===== src/verilog/synth_pkg.sv =====
`default_nettype none

package synth_pkg;

	//////////////////////////////////////////////////////////////////////
	// Widths and timing constants
	//////////////////////////////////////////////////////////////////////

	// Sample ticks per beat, short for simulation
	localparam int unsigned BEAT_TICKS = 6;

	// Phase accumulator width
	localparam int unsigned PHASE_W = 16;
	// Note length in beats
	localparam int unsigned BEATS_W = 4;
	// Signed output sample
	localparam int unsigned SAMPLE_W = 12;
	// Unsigned volume
	localparam int unsigned VOL_W = 8;
	// Semitone index and octave fields
	localparam int unsigned PITCH_W = 4;
	localparam int unsigned OCT_W = 3;

	// Volume after reset, half scale
	localparam logic [VOL_W-1:0] VOL_INIT = 8'd128;

	// Semitones per octave
	localparam int unsigned SEMITONES = 12;

	// Octave 0 phase steps, C up to B
	// Largest entry shifted by 7 still fits in PHASE_W
	localparam logic [PHASE_W-1:0] NOTE_STEP [SEMITONES] = '{
		16'd128,
		16'd136,
		16'd144,
		16'd152,
		16'd161,
		16'd171,
		16'd181,
		16'd192,
		16'd203,
		16'd215,
		16'd228,
		16'd241
	};

	//////////////////////////////////////////////////////////////////////
	// Enums
	//////////////////////////////////////////////////////////////////////

	typedef enum logic [1:0] {
		OP_NOTE   = 2'd0,
		OP_REST   = 2'd1,
		OP_STOP   = 2'd2,
		OP_VOLUME = 2'd3
	} synth_op_e;

	typedef enum logic [1:0] {
		V_IDLE = 2'd0,
		V_PLAY = 2'd1,
		V_REST = 2'd2
	} voice_state_e;

	//////////////////////////////////////////////////////////////////////
	// Command words
	//////////////////////////////////////////////////////////////////////

	// From the controller, 21 bits
	typedef struct packed {
		synth_op_e          op;
		logic [PITCH_W-1:0] pitch;
		logic [OCT_W-1:0]   octave;
		logic [BEATS_W-1:0] beats;
		logic [VOL_W-1:0]   volume;
	} synth_cmd_t;

	// After decode, 30 bits
	typedef struct packed {
		synth_op_e          op;
		logic [PHASE_W-1:0] step;
		logic [BEATS_W-1:0] beats;
		logic [VOL_W-1:0]   volume;
	} voice_cmd_t;

endpackage

`default_nettype wire


===== src/verilog/beat_divider.sv =====
`default_nettype none

module beat_divider
	import synth_pkg::*;
#(
	parameter int unsigned COUNT_TO = BEAT_TICKS
) (
	input  wire  clk,
	input  wire  rst_n,
	input  wire  sample_tick,
	output logic beat
);

	// Counter width, at least one bit
	localparam int unsigned CNT_W = (COUNT_TO > 1) ? $clog2(COUNT_TO) : 1;
	localparam logic [CNT_W-1:0] CNT_LAST = CNT_W'(COUNT_TO - 1);

	logic [CNT_W-1:0] count;
	logic             at_zero;

	// Beat fires on the tick that finds the counter at zero
	assign at_zero = (count == '0);

	//////////////////////////////////////////////////////////////////////
	// Tick counter, wraps after COUNT_TO ticks
	//////////////////////////////////////////////////////////////////////
	always_ff @(posedge clk or negedge rst_n) begin
		if (!rst_n) begin
			count <= '0;
		end else if (sample_tick) begin
			if (count == CNT_LAST)
				count <= '0;
			else
				count <= count + 1'b1;
		end
	end

	// One-cycle beat, a cycle behind its tick
	always_ff @(posedge clk or negedge rst_n) begin
		if (!rst_n)
			beat <= 1'b0;
		else
			beat <= sample_tick & at_zero;
	end

endmodule

`default_nettype wire


===== src/verilog/note_decoder.sv =====
`default_nettype none

module note_decoder
	import synth_pkg::*;
(
	input  wire        clk,
	input  wire        rst_n,
	input  wire        cmd_valid,
	input  synth_cmd_t cmd,
	output logic       dec_valid,
	output voice_cmd_t dec
);

	logic [PITCH_W-1:0] semitone;
	logic [PHASE_W-1:0] base_step;
	logic [PHASE_W-1:0] oct_step;
	logic [BEATS_W-1:0] beats_fixed;

	//////////////////////////////////////////////////////////////////////
	// Pitch to phase step
	//////////////////////////////////////////////////////////////////////

	// Pitch 12..15 wraps to 0..3
	always_comb begin
		if (cmd.pitch >= PITCH_W'(SEMITONES))
			semitone = cmd.pitch - PITCH_W'(SEMITONES);
		else
			semitone = cmd.pitch;
	end

	// Octave 0 table lookup
	assign base_step = NOTE_STEP[semitone];

	// Each octave doubles the step
	assign oct_step = base_step << cmd.octave;

	// Zero length plays as one beat
	assign beats_fixed = (cmd.beats == '0) ? BEATS_W'(1) : cmd.beats;

	//////////////////////////////////////////////////////////////////////
	// Output register
	//////////////////////////////////////////////////////////////////////

	// Strobe
	always_ff @(posedge clk or negedge rst_n) begin
		if (!rst_n)
			dec_valid <= 1'b0;
		else
			dec_valid <= cmd_valid;
	end

	// Decoded word, loaded with the strobe
	always_ff @(posedge clk) begin
		if (cmd_valid) begin
			dec.op     <= cmd.op;
			dec.step   <= oct_step;
			dec.beats  <= beats_fixed;
			dec.volume <= cmd.volume;
		end
	end

endmodule

`default_nettype wire


===== src/verilog/voice_engine.sv =====
`default_nettype none

module voice_engine
	import synth_pkg::*;
(
	input  wire              clk,
	input  wire              rst_n,
	input  wire              dec_valid,
	input  voice_cmd_t       dec,
	input  wire              beat,
	input  wire              sample_tick,
	output logic             advanced,
	output logic             phase_msb,
	output logic             sounding,
	output logic [VOL_W-1:0] volume,
	output logic             note_done
);

	voice_state_e       state;
	logic [PHASE_W-1:0] phase;
	logic [PHASE_W-1:0] step;
	logic [BEATS_W-1:0] beats_left;

	// Only a playing note makes sound
	assign sounding  = (state == V_PLAY);
	assign phase_msb = phase[PHASE_W-1];

	//////////////////////////////////////////////////////////////////////
	// Play state, phase, beat count, volume
	//////////////////////////////////////////////////////////////////////
	always_ff @(posedge clk or negedge rst_n) begin
		if (!rst_n) begin
			state      <= V_IDLE;
			phase      <= '0;
			beats_left <= '0;
			volume     <= VOL_INIT;
			advanced   <= 1'b0;
			note_done  <= 1'b0;
		end else begin
			// Sample output follows every tick
			advanced  <= sample_tick;
			note_done <= 1'b0;

			// Phase moves only while playing
			if (sample_tick && state == V_PLAY)
				phase <= phase + step;

			if (dec_valid) begin
				// New command replaces whatever runs and drops the beat
				case (dec.op)
					OP_NOTE: begin
						state      <= V_PLAY;
						beats_left <= dec.beats;
						// Restart overrides a same-cycle advance
						phase      <= '0;
					end
					OP_REST: begin
						state      <= V_REST;
						beats_left <= dec.beats;
					end
					OP_STOP: begin
						// Silent stop without a done pulse
						state      <= V_IDLE;
						beats_left <= '0;
					end
					OP_VOLUME: begin
						volume <= dec.volume;
					end
				endcase
			end else if (beat && state != V_IDLE) begin
				// Last beat ends the note or rest
				if (beats_left <= BEATS_W'(1)) begin
					state      <= V_IDLE;
					beats_left <= '0;
					note_done  <= 1'b1;
				end else begin
					beats_left <= beats_left - 1'b1;
				end
			end
		end
	end

	// Step of the current note
	always_ff @(posedge clk) begin
		if (dec_valid && dec.op == OP_NOTE)
			step <= dec.step;
	end

endmodule

`default_nettype wire


===== src/verilog/sample_output.sv =====
`default_nettype none

module sample_output
	import synth_pkg::*;
(
	input  wire                       clk,
	input  wire                       rst_n,
	input  wire                       advanced,
	input  wire                       phase_msb,
	input  wire                       sounding,
	input  wire        [VOL_W-1:0]    volume,
	output logic signed [SAMPLE_W-1:0] sample,
	output logic                      sample_valid
);

	logic signed [SAMPLE_W-1:0] magnitude;
	logic signed [SAMPLE_W-1:0] next_sample;

	// Volume zero-extended, always positive
	assign magnitude = signed'({{(SAMPLE_W-VOL_W){1'b0}}, volume});

	//////////////////////////////////////////////////////////////////////
	// Square wave level
	//////////////////////////////////////////////////////////////////////
	always_comb begin
		if (!sounding)
			next_sample = '0;
		else if (phase_msb)
			next_sample = -magnitude;
		else
			next_sample = magnitude;
	end

	// Valid strobe, one per advance
	always_ff @(posedge clk or negedge rst_n) begin
		if (!rst_n)
			sample_valid <= 1'b0;
		else
			sample_valid <= advanced;
	end

	// Sample value held between strobes
	always_ff @(posedge clk) begin
		if (advanced)
			sample <= next_sample;
	end

endmodule

`default_nettype wire


===== src/verilog/synth_top.sv =====
`default_nettype none

module synth_top
	import synth_pkg::*;
(
	input  wire                        clk,
	input  wire                        rst_n,
	input  wire                        cmd_valid,
	input  synth_cmd_t                 cmd,
	input  wire                        sample_tick,
	output logic signed [SAMPLE_W-1:0] sample,
	output logic                       sample_valid,
	output logic                       note_done
);

	// Decode to engine
	logic       dec_valid;
	voice_cmd_t dec;

	// Beat pulse
	logic beat;

	// Engine to sample output
	logic             advanced;
	logic             phase_msb;
	logic             sounding;
	logic [VOL_W-1:0] volume;

	//////////////////////////////////////////////////////////////////////
	// Decode
	//////////////////////////////////////////////////////////////////////
	note_decoder i_note_decoder (
		.clk       (clk),
		.rst_n     (rst_n),
		.cmd_valid (cmd_valid),
		.cmd       (cmd),
		.dec_valid (dec_valid),
		.dec       (dec)
	);

	beat_divider #(
		.COUNT_TO (BEAT_TICKS)
	) i_beat_divider (
		.clk         (clk),
		.rst_n       (rst_n),
		.sample_tick (sample_tick),
		.beat        (beat)
	);

	//////////////////////////////////////////////////////////////////////
	// Execute and result
	//////////////////////////////////////////////////////////////////////
	voice_engine i_voice_engine (
		.clk         (clk),
		.rst_n       (rst_n),
		.dec_valid   (dec_valid),
		.dec         (dec),
		.beat        (beat),
		.sample_tick (sample_tick),
		.advanced    (advanced),
		.phase_msb   (phase_msb),
		.sounding    (sounding),
		.volume      (volume),
		.note_done   (note_done)
	);

	sample_output i_sample_output (
		.clk          (clk),
		.rst_n        (rst_n),
		.advanced     (advanced),
		.phase_msb    (phase_msb),
		.sounding     (sounding),
		.volume       (volume),
		.sample       (sample),
		.sample_valid (sample_valid)
	);

endmodule

`default_nettype wire


===== config.mk =====
export PLATFORM = sky130hd
export DESIGN_NAME = synth_top
export DESIGN_NICKNAME = d
export VERILOG_FILES = /design/src/verilog/synth_pkg.sv /design/src/verilog/beat_divider.sv /design/src/verilog/note_decoder.sv /design/src/verilog/voice_engine.sv /design/src/verilog/sample_output.sv /design/src/verilog/synth_top.sv
export SDC_FILE = /design/constraint.sdc
export NUM_CORES = 1
export LEC_CHECK = 0
export ABC_AREA = 0
export ABC_CLOCK_PERIOD_IN_PS = 2800
export BUFFER_PORTS_ARGS = -buffer_cell sky130_fd_sc_hd__buf_2
export CAP_MARGIN = 30
export CORE_ASPECT_RATIO = 0.7
export CORE_MARGIN = 2
export CORE_UTILIZATION = 48
export DETAILED_ROUTE_END_ITERATION = 10
export GPL_ROUTABILITY_DRIVEN = 0
export MAX_ROUTING_LAYER = met4
export PLACE_DENSITY = 0.64
export RECOVER_POWER = 50
export SETUP_SLACK_MARGIN = 0.2
export SYNTH_ARGS = -nofsm -noshare
export SYNTH_HDL_FRONTEND = slang
export SYNTH_HIERARCHICAL = 1
export SYNTH_SLANG_ARGS = --single-unit

===== constraint.sdc =====
create_clock -name clk -period 2.8 [get_ports clk]
set_input_delay 0.14 -clock clk [delete_from_list [all_inputs] [get_ports clk]]
set_output_delay 0.14 -clock clk [all_outputs]
set_load 0.1 [all_outputs]

==> out/results.ini <==
[detailed_routing]
drt.antenna.violating_nets=0
count_of_vias_placed_by_the_detailed_router=3418
first_pass_iters=4
post_drt_wl_per_cell_um=15.48
routed_wirelength_um=9705
drc=0
drt_iter0_drc=176
viasPerCell=5.451

[clock_network]
cts_tree=yes
clock_insertion_delay_worst_skew_ns=0.34
numClockSinks=95
htree_num_levels=3
post_cts_repair_resize_count=0
postCtsSetupBuffers=0
cell_at_the_root_of_the_clock_tree=sky130_fd_sc_hd__clkbuf_16
cts_buffers=9
clk_transition_reported_paths_ns=0.07
clk_path_buf_depth=2

[place]
detailedPlace.worstSlack_ns=0.4336
hpwl_um=6839
port_buffers=38
post_dp_cell_area_mm2=0.005330

[outcome]
run_status=finished, violations left
failed_checks=max-capacitance violations, max-slew violations

[layout]
final_net_count=545
final_layout_size_suffix_gt1_share_pct=17.37
synthToLayoutAreaGrowth_pct=14.56
num_antenna_cells=0
postLayoutCellArea_mm2=0.005789
final_core_utilization_pct=56.32

[yosys]
synth_async_sr_flop_share_pct=40.00
synth_instances=438
synth_common_cells=sky130_fd_sc_hd__edfxtp_1 (57), sky130_fd_sc_hd__dfrtp_1 (37), sky130_fd_sc_hd__a21oi_1 (34), sky130_fd_sc_hd__nand2_1 (34), sky130_fd_sc_hd__nor2_1 (33)
postSynthRegisterBits=95
synthesis.nets=493
synth_ff_type=sky130_fd_sc_hd__edfxtp_1
synth.top_cells.by_area=sky130_fd_sc_hd__edfxtp_1 (34%), sky130_fd_sc_hd__dfrtp_1 (18%), sky130_fd_sc_hd__ha_1 (7.2%)
synthDistinctLibCells=73
synth_top_cell_by_area=sky130_fd_sc_hd__edfxtp_1
post_synth.cell_area_avg_um2=11.54
yosys_warn_count=6
yosys.cell_count.top_type=sky130_fd_sc_hd__edfxtp_1
synth_seq_area_share_pct=52.71
syn_std_cell_area_mm2=0.005054
synth-edff-count=57
yosys.area.top_type_share_pct=33.87

[setup_path]
crit_path_buffers_inverters=0
worstRegToRegCells=8
r2r-end=i_voice_engine/phase[14]
cp_data_required_time_ns=3.02
delay_heaviest_family_cp=compound AO/OA/AOI/OAI gates
r2r_start=i_voice_engine/phase[0]
timing.critical_path.fanout_max=4
worstPathCellList=ha_1 -> fa_1 -> a21o_1 -> a311o_1 -> o211ai_2 -> o21bai_1 -> mux2i_1 -> a311o_1
max_incr_delay_on_cp_ns=0.41
timing.critical_path.to_type=register
worstSetupStartpointType=register
crit_slowest_cell=sky130_fd_sc_hd__fa_1
critPathArrivalTime_ns=2.59
regToRegSetupSlack_ns=0.42
path_depth=8
critical_path_class=reg2reg
setup.worst_path.end=i_voice_engine/phase[14]
crit_top_cell=sky130_fd_sc_hd__a311o_1
startpoint=i_voice_engine/phase[0]

[floorplan]
die_height_um=89.85
floorplan.initialDensity_pct=49.17
die_w_um=126.6
core_region_area_mm2=0.01028
die-area_mm2=0.01138
fp-row-count=31
io-pin-count=39

[timing]
report.final.setup_viol=0
finClkSkew_ns=0.004872
max_freq_ghz=0.4209
rsz0062_at_grt=no
period_needed_ns=2.376
layout_worst_path_cycle_share_pct=84.84
worst_slew_pin_slew_ns=1.682
setup_tns_ns=0
timing.slew.headroom_pct=-12.16
finalHoldViolCount=0
finalMaxSlewViolations=31
setup_ws_ns=0.4244

[global_routing]
first_global_vias=3350
grt_pass1_wl_um=16250
grt_start_max_net_pins=39
groute.usage.overall_pct=18.25
antenna_found_initial=0
grt.overflow.total=0

[job]
max-cap-violations=1

[power_and_ir_drop]
design_power_total_uw=5179
power.leakage_uw=0.002408
worst_vdd_rail_ir_drop_mv=0.4001
power_density_of_the_placed_cells_mw_per_mm2=894.5

[worst_hold_path]
worstHoldPathType=in2reg

-- worst min-delay path by stage --
stage / start / end / slack, ns / depth (start not counted)
6_report: cmd[8] / i_note_decoder/dec[8] / 0.07 / 2
5_1_grt: cmd[8] / i_note_decoder/dec[8] / 0.06 / 2
4_1_cts: cmd[8] / i_note_decoder/dec[8] / 0.05 / 2
3_5_place_dp: cmd[5] / i_note_decoder/dec[5] / 0.32 / 1
3_3_place_gp: rst_n / i_sample_output/sample_valid / 0.32 / 1
2_1_floorplan: rst_n / i_beat_divider/beat / -0.16 / 0
-- per-stage QoR --
step,std cells,hold slack (ns)
final,627,0.06628
after global routing,627,0.06208
after CTS,627,0.05156
after detailed placement,596,0.3191
after global placement,596,0.3162
after floorplan,438,-0.1556
-- metal layers --
| metal | GRT usage, % | vias to the layer above | part of all wire, % |
|---|---|---|---|
| met3 | 3.869 | 8 | 3.7 |
| met5 | - | - | 0 |
| met4 | 4.670 | 0 | 0.76 |
| met1 | 26.01 | 1625 | 51 |
| li1 | - | 1714 | - |
| met2 | 26.78 | 71 | 45 |
-- cell families (layout without fill, tap and decap cells) --
family,after synthesis,in the layout,synth area share (%)
muxes,30,30,6.635
AOI/OAI and AO/OA,100,100,13.25
DFF,95,95,52.71
and+or+nand+nor,140,140,14.66
adders and majority gates,30,30,7.576
xor gates and xnor gates,11,11,1.906
buffers and inverters,31,88,3.194
other,1,1,0.07420
-- power by group --
part	internal (uW)	leakage [uW]	switching, uW
Clock	781	0.000161	522
Combinational	703	0.00123	1140
Sequential	1810	0.00102	223
-- worst reg2reg max path, delay by kind of cell (launching register included) --
family / cells / cell delay [ns]
fa+ha+maj: 2 / 0.64
flops: 1 / 0.38
mux: 1 / 0.12
compound gates: 5 / 1.11
-- sequential cells by signal, summed over array words and instances, names as in the netlist --
register	cells
i_voice_engine/step	16
i_voice_engine/volume	8
i_sample_output/sample_valid	1
i_voice_engine/note_done	1
i_voice_engine/beats_left	4
i_beat_divider/beat	1
i_voice_engine/advanced	1
i_voice_engine/state	2
i_note_decoder/dec	29
i_sample_output/sample	12
i_voice_engine/phase	16
i_beat_divider/count	3
i_note_decoder/dec_valid	1
-- layout make-up --
class / instances / area [um2]
sequential: 95 / 2664
tap: 132 / 165.2
fill: 854 / 4489
timing repair buffer: 56 / 356.6
clock buffer: 12 / 267.8
inverter: 16 / 60.06
clock inverter: 4 / 56.30
multi-input combinational: 312 / 2220
-- repair_timing --
action                                 4_1_cts  5_1_grt
setup endpoints to repair                    0        0
hold buffers                                15        0
endpoints found under the hold margin       51        0
-- cells in the final DEF, fill, tap and decap left out, types with 6 or more instances in the layout --
master,Yosys,final
sky130_fd_sc_hd__nor2b_1,6,7
sky130_fd_sc_hd__clkbuf_16,0,10
sky130_fd_sc_hd__mux2i_1,17,17
sky130_fd_sc_hd__nand2b_1,7,7
sky130_fd_sc_hd__o21ai_1,8,8
sky130_fd_sc_hd__dfrtp_1,37,37
sky130_fd_sc_hd__mux2_2,10,10
sky130_fd_sc_hd__edfxtp_1,57,57
sky130_fd_sc_hd__xnor2_1,6,6
sky130_fd_sc_hd__buf_2,3,33
sky130_fd_sc_hd__nand2_1,34,35
sky130_fd_sc_hd__dlygate4sd3_1,0,15
sky130_fd_sc_hd__nor2_1,33,33
sky130_fd_sc_hd__or3_1,6,6
sky130_fd_sc_hd__a21oi_1,34,34
sky130_fd_sc_hd__o21ai_0,14,14
sky130_fd_sc_hd__inv_1,13,13
sky130_fd_sc_hd__and3_1,6,6
sky130_fd_sc_hd__nor3_1,11,11
sky130_fd_sc_hd__clkbuf_1,5,6
sky130_fd_sc_hd__and2_1,6,6
sky130_fd_sc_hd__ha_1,29,29
sky130_fd_sc_hd__nand3_1,6,6
Power figures use the tool's default switching activity.
